## config.mk

```make
export PLATFORM = sky130hd
export DESIGN_NAME = pipeline_cpu
export DESIGN_NICKNAME = d
export VERILOG_FILES = /design/src/cpu_pkg.sv /design/src/fetch_unit.sv /design/src/decode_stage.sv /design/src/hazard_bypass.sv /design/src/execute_stage.sv /design/src/mem_wb_stage.sv /design/src/pipeline_cpu.sv
export SDC_FILE = /design/constraint.sdc
export NUM_CORES = 1
export LEC_CHECK = 0
export ABC_CLOCK_PERIOD_IN_PS = 7980
export BUFFER_PORTS_ARGS = -buffer_cell sky130_fd_sc_hd__buf_4
export CAP_MARGIN = 25
export CORE_AREA = 3 3 195 388
export CTS_BUF_LIST = sky130_fd_sc_hd__clkbuf_16
export CTS_CLUSTER_DIAMETER = 40
export DETAILED_ROUTE_END_ITERATION = 7
export DIE_AREA = 0 0 198 391
export PLACE_DENSITY = 0.68
export SLEW_MARGIN = 40
export SYNTH_ARGS = -nofsm -noshare
export SYNTH_HDL_FRONTEND = slang
export SYNTH_HIERARCHICAL = 1
export SYNTH_SLANG_ARGS = --single-unit
export TNS_END_PERCENT = 1
```

## constraint.sdc

```tcl
create_clock -name clock -period 7.98 [get_ports clock]
set_clock_uncertainty 0.2 [all_clocks]
set_input_delay 1.596 -clock clock [delete_from_list [all_inputs] [get_ports clock]]
set_output_delay 1.596 -clock clock [all_outputs]
set_load 0.1 [all_outputs]
```

## src/cpu_pkg.sv

```systemverilog
// ~~~~~~~~~~~~~~~~~~~~
// Shared widths, opcodes and ALU codes
// Vector typedefs and pipeline records
// ~~~~~~~~~~~~~~~~~~~~
`default_nettype none

package cpu_pkg;

    localparam int WORD_W    = 32;
    localparam int REG_IDX_W = 5;

    typedef logic [WORD_W-1:0]    word_t;
    typedef logic [REG_IDX_W-1:0] reg_idx_t;
    typedef logic [4:0]           alu_op_t;
    typedef logic [4:0]           shamt_t;
    typedef logic [16:0]          imm_t;

    // Primary opcodes, insn[31:27]
    localparam logic [4:0] OP_RTYPE = 5'd0;
    localparam logic [4:0] OP_J     = 5'd1;
    localparam logic [4:0] OP_BNE   = 5'd2;
    localparam logic [4:0] OP_JAL   = 5'd3;
    localparam logic [4:0] OP_JR    = 5'd4;
    localparam logic [4:0] OP_ADDI  = 5'd5;
    localparam logic [4:0] OP_BLT   = 5'd6;
    localparam logic [4:0] OP_SW    = 5'd7;
    localparam logic [4:0] OP_LW    = 5'd8;

    // ALU function codes, insn[6:2] for R-type
    localparam alu_op_t ALU_ADD = 5'd0;
    localparam alu_op_t ALU_SUB = 5'd1;
    localparam alu_op_t ALU_AND = 5'd2;
    localparam alu_op_t ALU_OR  = 5'd3;
    localparam alu_op_t ALU_SLL = 5'd4;
    localparam alu_op_t ALU_SRA = 5'd5;

    localparam reg_idx_t REG_ZERO = 5'd0;
    localparam reg_idx_t REG_LINK = 5'd31;

    typedef struct packed {
        logic    reg_write;
        logic    mem_read;
        logic    mem_write;
        logic    use_imm;
        logic    is_bne;
        logic    is_blt;
        logic    is_jump;
        logic    is_jal;
        logic    is_jr;
        alu_op_t alu_op;
    } ctrl_t;

    typedef struct packed {
        logic  valid;
        word_t pc_next;
        word_t insn;
    } fd_t;

    typedef struct packed {
        logic        valid;
        ctrl_t       ctrl;
        reg_idx_t    dest;
        reg_idx_t    src_a;
        reg_idx_t    src_b;
        shamt_t      shamt;
        word_t       imm;
        word_t       a;
        word_t       b;
        // Value of the dest register, for sw, bne/blt and jr
        word_t       c;
        word_t       pc_next;
        logic [26:0] target;
    } dx_t;

    typedef struct packed {
        logic     valid;
        ctrl_t    ctrl;
        reg_idx_t dest;
        word_t    result;
        word_t    store_data;
    } xm_t;

    typedef struct packed {
        logic     valid;
        ctrl_t    ctrl;
        reg_idx_t dest;
        word_t    result;
        word_t    load_data;
    } mw_t;

endpackage

`default_nettype wire

```

## src/fetch_unit.sv

```systemverilog
// ~~~~~~~~~~~~~~~~~~~~
// Program counter and fetch/decode register
// ~~~~~~~~~~~~~~~~~~~~
`default_nettype none

module fetch_unit (
    input  logic           clock,
    input  logic           arst_n,
    input  logic           stall,
    input  logic           redirect,
    input  cpu_pkg::word_t redirect_pc,
    input  cpu_pkg::word_t q_imem,
    output cpu_pkg::word_t address_imem,
    output cpu_pkg::fd_t   fd
);
    import cpu_pkg::*;

    word_t pc;
    word_t pc_plus_one;

    assign pc_plus_one  = pc + 32'd1;
    assign address_imem = pc;

    always_ff @(posedge clock or negedge arst_n) begin
        if (!arst_n) begin
            pc <= '0;
            fd <= '0;
        end else if (redirect) begin
            // Squash the word in flight and restart at the target
            pc <= redirect_pc;
            fd <= '0;
        end else if (!stall) begin
            pc         <= pc_plus_one;
            fd.valid   <= 1'b1;
            fd.pc_next <= pc_plus_one;
            fd.insn    <= q_imem;
        end
    end

endmodule

`default_nettype wire

```

## src/decode_stage.sv

```systemverilog
// ~~~~~~~~~~~~~~~~~~~~
// Field extraction and control decode
// Register-read addressing, decode/execute register
// ~~~~~~~~~~~~~~~~~~~~
`default_nettype none

module decode_stage (
    input  logic              clock,
    input  logic              arst_n,
    input  logic              stall,
    input  logic              redirect,
    input  cpu_pkg::fd_t      fd,
    output cpu_pkg::reg_idx_t ctrl_read_reg_a,
    output cpu_pkg::reg_idx_t ctrl_read_reg_b,
    input  cpu_pkg::word_t    data_read_reg_a,
    input  cpu_pkg::word_t    data_read_reg_b,
    output cpu_pkg::dx_t      dx
);
    import cpu_pkg::*;

    logic [4:0] opcode;
    reg_idx_t   f_dest;
    reg_idx_t   f_src_a;
    reg_idx_t   f_src_b;
    imm_t       f_imm;
    ctrl_t      ctrl;
    logic       i_type;
    logic       dest_on_a;

    assign opcode  = fd.insn[31:27];
    assign f_dest  = fd.insn[26:22];
    assign f_src_a = fd.insn[21:17];
    assign f_src_b = fd.insn[16:12];
    assign f_imm   = fd.insn[16:0];

    always_comb begin
        ctrl        = '0;
        ctrl.alu_op = ALU_ADD;
        case (opcode)
            OP_RTYPE: begin
                ctrl.reg_write = 1'b1;
                ctrl.alu_op    = fd.insn[6:2];
            end
            OP_ADDI: begin
                ctrl.reg_write = 1'b1;
                ctrl.use_imm   = 1'b1;
            end
            OP_LW: begin
                ctrl.reg_write = 1'b1;
                ctrl.mem_read  = 1'b1;
                ctrl.use_imm   = 1'b1;
            end
            OP_SW: begin
                ctrl.mem_write = 1'b1;
                ctrl.use_imm   = 1'b1;
            end
            OP_BNE: ctrl.is_bne = 1'b1;
            OP_BLT: ctrl.is_blt = 1'b1;
            OP_J:   ctrl.is_jump = 1'b1;
            OP_JAL: begin
                ctrl.is_jal    = 1'b1;
                ctrl.reg_write = 1'b1;
            end
            OP_JR:  ctrl.is_jr = 1'b1;
            default: ctrl = '0;
        endcase
    end

    // I-type and jr need dest on port A, src_a moves to port B
    assign i_type    = ctrl.use_imm | ctrl.is_bne | ctrl.is_blt;
    assign dest_on_a = i_type | ctrl.is_jr;

    assign ctrl_read_reg_a = dest_on_a ? f_dest : f_src_a;
    assign ctrl_read_reg_b = dest_on_a ? f_src_a : f_src_b;

    always_ff @(posedge clock or negedge arst_n) begin
        if (!arst_n) begin
            dx <= '0;
        end else if (stall || redirect || !fd.valid) begin
            dx <= '0;
        end else begin
            dx.valid   <= 1'b1;
            dx.ctrl    <= ctrl;
            // Link register is the real destination of jal
            dx.dest    <= ctrl.is_jal ? REG_LINK : f_dest;
            dx.src_a   <= f_src_a;
            dx.src_b   <= f_src_b;
            dx.shamt   <= fd.insn[11:7];
            dx.imm     <= {{15{f_imm[16]}}, f_imm};
            dx.a       <= dest_on_a ? data_read_reg_b : data_read_reg_a;
            dx.b       <= data_read_reg_b;
            dx.c       <= data_read_reg_a;
            dx.pc_next <= fd.pc_next;
            dx.target  <= fd.insn[26:0];
        end
    end

endmodule

`default_nettype wire

```

## src/hazard_bypass.sv

```systemverilog
// ~~~~~~~~~~~~~~~~~~~~
// Load-use stall detection
// Operand forwarding for execute
// ~~~~~~~~~~~~~~~~~~~~
`default_nettype none

module hazard_bypass (
    input  cpu_pkg::dx_t   dx,
    input  cpu_pkg::xm_t   xm,
    input  cpu_pkg::mw_t   mw,
    input  cpu_pkg::fd_t   fd,
    output logic           stall,
    output cpu_pkg::word_t fwd_a,
    output cpu_pkg::word_t fwd_b,
    output cpu_pkg::word_t fwd_c
);
    import cpu_pkg::*;

    logic [4:0] fd_op;
    logic       reads_dest;
    logic       reads_a;
    logic       reads_b;
    logic       load_live;

    // Youngest writer wins; a load in xm never meets a user here
    function automatic word_t bypass(input reg_idx_t r, input word_t dflt,
                                     input xm_t x, input mw_t m);
        word_t v;
        v = dflt;
        if (r != REG_ZERO) begin
            if (x.valid && x.ctrl.reg_write && !x.ctrl.mem_read && x.dest == r) begin
                v = x.result;
            end else if (m.valid && m.ctrl.reg_write && m.dest == r) begin
                v = m.ctrl.mem_read ? m.load_data : m.result;
            end
        end
        return v;
    endfunction

    assign fwd_a = bypass(dx.src_a, dx.a, xm, mw);
    assign fwd_b = bypass(dx.src_b, dx.b, xm, mw);
    assign fwd_c = bypass(dx.dest, dx.c, xm, mw);

    // Which fields the instruction in decode really reads
    assign fd_op = fd.insn[31:27];

    always_comb begin
        reads_dest = 1'b0;
        reads_a    = 1'b0;
        reads_b    = 1'b0;
        case (fd_op)
            OP_RTYPE: begin
                reads_a = 1'b1;
                reads_b = 1'b1;
            end
            OP_ADDI, OP_LW: reads_a = 1'b1;
            OP_SW, OP_BNE, OP_BLT: begin
                reads_a    = 1'b1;
                reads_dest = 1'b1;
            end
            OP_JR: reads_dest = 1'b1;
            default: reads_a = 1'b0;
        endcase
    end

    assign load_live = dx.valid && dx.ctrl.mem_read && (dx.dest != REG_ZERO);

    assign stall = load_live && fd.valid &&
                   ((reads_dest && fd.insn[26:22] == dx.dest) ||
                    (reads_a    && fd.insn[21:17] == dx.dest) ||
                    (reads_b    && fd.insn[16:12] == dx.dest));

endmodule

`default_nettype wire

```

## src/execute_stage.sv

```systemverilog
// ~~~~~~~~~~~~~~~~~~~~
// ALU, branch and jump resolution
// Execute/memory register
// ~~~~~~~~~~~~~~~~~~~~
`default_nettype none

module execute_stage (
    input  logic           clock,
    input  logic           arst_n,
    input  cpu_pkg::dx_t   dx,
    input  cpu_pkg::word_t fwd_a,
    input  cpu_pkg::word_t fwd_b,
    input  cpu_pkg::word_t fwd_c,
    output logic           redirect,
    output cpu_pkg::word_t redirect_pc,
    output cpu_pkg::xm_t   xm
);
    import cpu_pkg::*;

    word_t op_a;
    word_t op_b;
    word_t alu_out;
    logic  taken;

    assign op_a = fwd_a;
    assign op_b = dx.ctrl.use_imm ? dx.imm : fwd_b;

    always_comb begin
        case (dx.ctrl.alu_op)
            ALU_ADD: alu_out = op_a + op_b;
            ALU_SUB: alu_out = op_a - op_b;
            ALU_AND: alu_out = op_a & op_b;
            ALU_OR:  alu_out = op_a | op_b;
            ALU_SLL: alu_out = op_a << dx.shamt;
            ALU_SRA: alu_out = word_t'($signed(op_a) >>> dx.shamt);
            default: alu_out = '0;
        endcase
    end

    // Branches compare rd against rs
    assign taken = (dx.ctrl.is_bne && (fwd_c != fwd_a)) ||
                   (dx.ctrl.is_blt && ($signed(fwd_c) < $signed(fwd_a)));

    assign redirect = dx.valid &&
                      (taken || dx.ctrl.is_jump || dx.ctrl.is_jal || dx.ctrl.is_jr);

    always_comb begin
        if (dx.ctrl.is_jr) begin
            redirect_pc = fwd_c;
        end else if (dx.ctrl.is_jump || dx.ctrl.is_jal) begin
            redirect_pc = {5'd0, dx.target};
        end else begin
            redirect_pc = dx.pc_next + dx.imm;
        end
    end

    always_ff @(posedge clock or negedge arst_n) begin
        if (!arst_n) begin
            xm <= '0;
        end else begin
            xm.valid      <= dx.valid;
            xm.ctrl       <= dx.ctrl;
            xm.dest       <= dx.dest;
            // jal carries its return address as the result
            xm.result     <= dx.ctrl.is_jal ? dx.pc_next : alu_out;
            xm.store_data <= fwd_c;
        end
    end

endmodule

`default_nettype wire

```

## src/mem_wb_stage.sv

```systemverilog
// ~~~~~~~~~~~~~~~~~~~~
// Data memory ports, memory/writeback register
// Writeback select
// ~~~~~~~~~~~~~~~~~~~~
`default_nettype none

module mem_wb_stage (
    input  logic              clock,
    input  logic              arst_n,
    input  cpu_pkg::xm_t      xm,
    output cpu_pkg::word_t    address_dmem,
    output cpu_pkg::word_t    data_dmem,
    output logic              wren,
    input  cpu_pkg::word_t    q_dmem,
    output cpu_pkg::mw_t      mw,
    output logic              ctrl_write_enable,
    output cpu_pkg::reg_idx_t ctrl_write_reg,
    output cpu_pkg::word_t    data_write_reg
);
    import cpu_pkg::*;

    assign address_dmem = xm.result;
    assign data_dmem    = xm.store_data;
    assign wren         = xm.valid && xm.ctrl.mem_write;

    always_ff @(posedge clock or negedge arst_n) begin
        if (!arst_n) begin
            mw <= '0;
        end else begin
            mw.valid     <= xm.valid;
            mw.ctrl      <= xm.ctrl;
            mw.dest      <= xm.dest;
            mw.result    <= xm.result;
            mw.load_data <= q_dmem;
        end
    end

    // Decode already set dest to the link register for jal
    assign ctrl_write_reg = mw.dest;

    // Link value already sits in result for jal
    assign data_write_reg = mw.ctrl.mem_read ? mw.load_data : mw.result;

    // Writes to r0 are dropped here
    assign ctrl_write_enable = mw.valid && mw.ctrl.reg_write &&
                               (ctrl_write_reg != REG_ZERO);

endmodule

`default_nettype wire

```

## src/pipeline_cpu.sv

```systemverilog
// ~~~~~~~~~~~~~~~~~~~~
// Five-stage core top level
// ~~~~~~~~~~~~~~~~~~~~
`default_nettype none

module pipeline_cpu (
    input  logic              clock,
    input  logic              arst_n,
    // Instruction memory
    output cpu_pkg::word_t    address_imem,
    input  cpu_pkg::word_t    q_imem,
    // Data memory
    output cpu_pkg::word_t    address_dmem,
    output cpu_pkg::word_t    data_dmem,
    output logic              wren,
    input  cpu_pkg::word_t    q_dmem,
    // Register file with same-cycle write-through reads
    output logic              ctrl_write_enable,
    output cpu_pkg::reg_idx_t ctrl_write_reg,
    output cpu_pkg::reg_idx_t ctrl_read_reg_a,
    output cpu_pkg::reg_idx_t ctrl_read_reg_b,
    output cpu_pkg::word_t    data_write_reg,
    input  cpu_pkg::word_t    data_read_reg_a,
    input  cpu_pkg::word_t    data_read_reg_b
);
    import cpu_pkg::*;

    fd_t   fd;
    dx_t   dx;
    xm_t   xm;
    mw_t   mw;
    logic  stall;
    logic  redirect;
    word_t redirect_pc;
    word_t fwd_a;
    word_t fwd_b;
    word_t fwd_c;

    fetch_unit u_fetch (
        .clock        (clock),
        .arst_n       (arst_n),
        .stall        (stall),
        .redirect     (redirect),
        .redirect_pc  (redirect_pc),
        .q_imem       (q_imem),
        .address_imem (address_imem),
        .fd           (fd)
    );

    decode_stage u_decode (
        .clock           (clock),
        .arst_n          (arst_n),
        .stall           (stall),
        .redirect        (redirect),
        .fd              (fd),
        .ctrl_read_reg_a (ctrl_read_reg_a),
        .ctrl_read_reg_b (ctrl_read_reg_b),
        .data_read_reg_a (data_read_reg_a),
        .data_read_reg_b (data_read_reg_b),
        .dx              (dx)
    );

    hazard_bypass u_hazard (
        .dx    (dx),
        .xm    (xm),
        .mw    (mw),
        .fd    (fd),
        .stall (stall),
        .fwd_a (fwd_a),
        .fwd_b (fwd_b),
        .fwd_c (fwd_c)
    );

    execute_stage u_execute (
        .clock       (clock),
        .arst_n      (arst_n),
        .dx          (dx),
        .fwd_a       (fwd_a),
        .fwd_b       (fwd_b),
        .fwd_c       (fwd_c),
        .redirect    (redirect),
        .redirect_pc (redirect_pc),
        .xm          (xm)
    );

    mem_wb_stage u_mem_wb (
        .clock             (clock),
        .arst_n            (arst_n),
        .xm                (xm),
        .address_dmem      (address_dmem),
        .data_dmem         (data_dmem),
        .wren              (wren),
        .q_dmem            (q_dmem),
        .mw                (mw),
        .ctrl_write_enable (ctrl_write_enable),
        .ctrl_write_reg    (ctrl_write_reg),
        .data_write_reg    (data_write_reg)
    );

endmodule

`default_nettype wire

```

==> results_dict.tcl <==
set metrics [dict create \
    vias_per_cell 6.404 \
    worst-path-max-fanout 56 \
    fin_ws_ps 994.6 \
    gp_congestion 1.101 \
    whs_ps 146.7 \
    r2r_start "u_decode/dx[21]" \
    clock_path_buffers 3 \
    final_cells 4147 \
    top_regs "u_decode/dx x175, u_execute/xm x73, u_mem_wb/mw x67" \
    cpMaxStageDelayCell "a21boi_4" \
    netlist_instances 3078 \
    cts_num_sinks 417 \
    clk_latency_ps 650 \
    maxSlewHeadroom_pct 36.77 \
    io_pins 275 \
    grt_max_degree 148 \
    synth.cell_area_um2 29250 \
    vias 26559 \
    whs_path_depth 0 \
    worstSetupPathType "flop to flop" \
    htree_levels 2 \
    wl_per_cell_um 31.56 \
    regArea_um2 10450 \
    grt_pass1_wl_um 186200 \
    nets 3407 \
    syn-num-nets 3308 \
    numCtsBuffers 48 \
    drive_above_1_share_pct 22.43 \
    hold_viol 0 \
    required_ps 8340 \
    arrival_ps 7350 \
    syn_to_final_growth_pct 13.65 \
    ant_nets 0 \
    routed_wl_um 130900 \
    grt_overflow 0 \
    fill_cells 6982 \
    setup_viol 0 \
    tritoncts "yes" \
    multiInputGateArea_um2 16760 \
    dieHeight_um 391 \
    initial_core_util_pct 40.14 \
    tns_ps 0 \
    dr.first_iter.drc_count 2702 \
    placed_cells 4047 \
    status "complete, no violations" \
    post_cts_buffers 0 \
    drt-pass1-iter-count 8 \
    postSynthAreaPerCell_um2 9.503 \
    setup.worst_path.start "u_decode/dx[21]" \
    fin_crit_ps 6985 \
    worstHoldStart "u_decode/dx[218]" \
    period_share_pct 87.54 \
    ys_warn_count 6 \
    postCtsHoldBufs 0 \
    core_um2 72870 \
    path_clk_slew_ps 60 \
    std_cell_rows 140 \
    max_stage_delay_ps 650 \
    r2r_cells 20 \
    worstMarginPinSlew_ps 948.5 \
    start_kind "flop" \
    dp_hpwl_um 100100 \
    hold_class "flop to flop" \
    slew_violations 0 \
    fmax_mhz 143.2 \
    largest_reg_flops 175 \
    grt_util_all_layers_pct 33.16 \
    endpoint_kind "flop" \
    dp_worst_setup_slack_ps 1264 \
    rsz0062_at_grt "no" \
    worstPathCellList "xor2_1 > nor4_1 > nand2_1 > a21boi_4 > buf_4 > a2bb2oi_1 > inv_1 > ha_1 > a21oi_1 > o21a_1 > o221ai_1 > a21oi_1 > xnor2_1 > nand2_1 > a31oi_4 > or3b_2 > inv_2 > buf_4 > nand4_1 > nand2b_1" \
    antenna_found_initial 11 \
    grt_pass1_vias 26743 \
    cts_root_buf "clkbuf_16" \
    die_x_um 198 \
    top_register "u_decode/dx" \
    drc 0 \
    port_buffers 274 \
    die_area_um2 77420 \
    cts_resized 0 \
    cap_violations 0 \
]
[critical path: cells and delay by family, from the launching register on]
family | cells | cell delay, ps
AO/OA/AOI/OAI | 7 | 2540
AND/OR/NAND/NOR | 6 | 1760
buffers and inverters | 4 | 1090
flip-flops | 1 | 560
XOR/XNOR | 2 | 370
adder cells (fa/ha/maj) | 1 | 370
[routing by layer]
layer  part of all wire (%)  vias up  wire [µm]  track usage (%)
li1                       -    11414          -                -
met1                     32    13049      41890            33.03
met2                     49     1533      64240            57.04
met3                    7.4      559       9641            6.915
met4                     12        4      15080            30.52
met5                  0.022        -         29                0
[cells in the final DEF (no fill, tap or decap), types with 46 or more instances in the layout]
cell / n
a21o_1: 47
a21oi_1: 157
a2bb2oi_1: 48
a2bb2oi_2: 46
and2_1: 135
buf_4: 371
clkbuf_16: 48
dfrtp_1: 410
ha_1: 98
inv_1: 76
mux2_2: 120
mux2i_1: 122
mux4_2: 49
nand2_1: 191
nand3_1: 46
nor2_1: 241
nor3_1: 66
o21ai_0: 168
o22ai_1: 98
xnor2_1: 82
xor2_1: 63
[metrics by stage]
step / instance area [µm²] / util, %
after floorplan: 29250 / -
after CTS: 33140 / 45.48
after global placement: 31450 / 43.15
after global routing: 33230 / 45.60
final: 33240 / 45.62
after detailed placement: 31520 / 43.25
[final timing paths]
path | endpoint | slack [ps]
worst min-delay path | u_execute/xm[80] | 150
worst max-delay path | u_decode/dx[203] | 990
min in group asynchronous | u_fetch/fd[13] | 680
max in group asynchronous | u_execute/xm[56] | 5540
worst max register to register | u_decode/dx[203] | 990
worst min register to register | u_execute/xm[80] | 150
[final cells by class]
class                      instances  area share, %
clock buffer                      48          3.613
antenna                            9        0.06775
clock inverter                    40          1.283
inverter                          72         0.8130
tap                              923          3.474
multi-input combinational       2259          50.43
sequential                       417          31.43
timing repair buffer             379          8.886
Power is not shown: default switching activity piles up to over one toggle a cycle in this logic, so the estimate is an artifact.
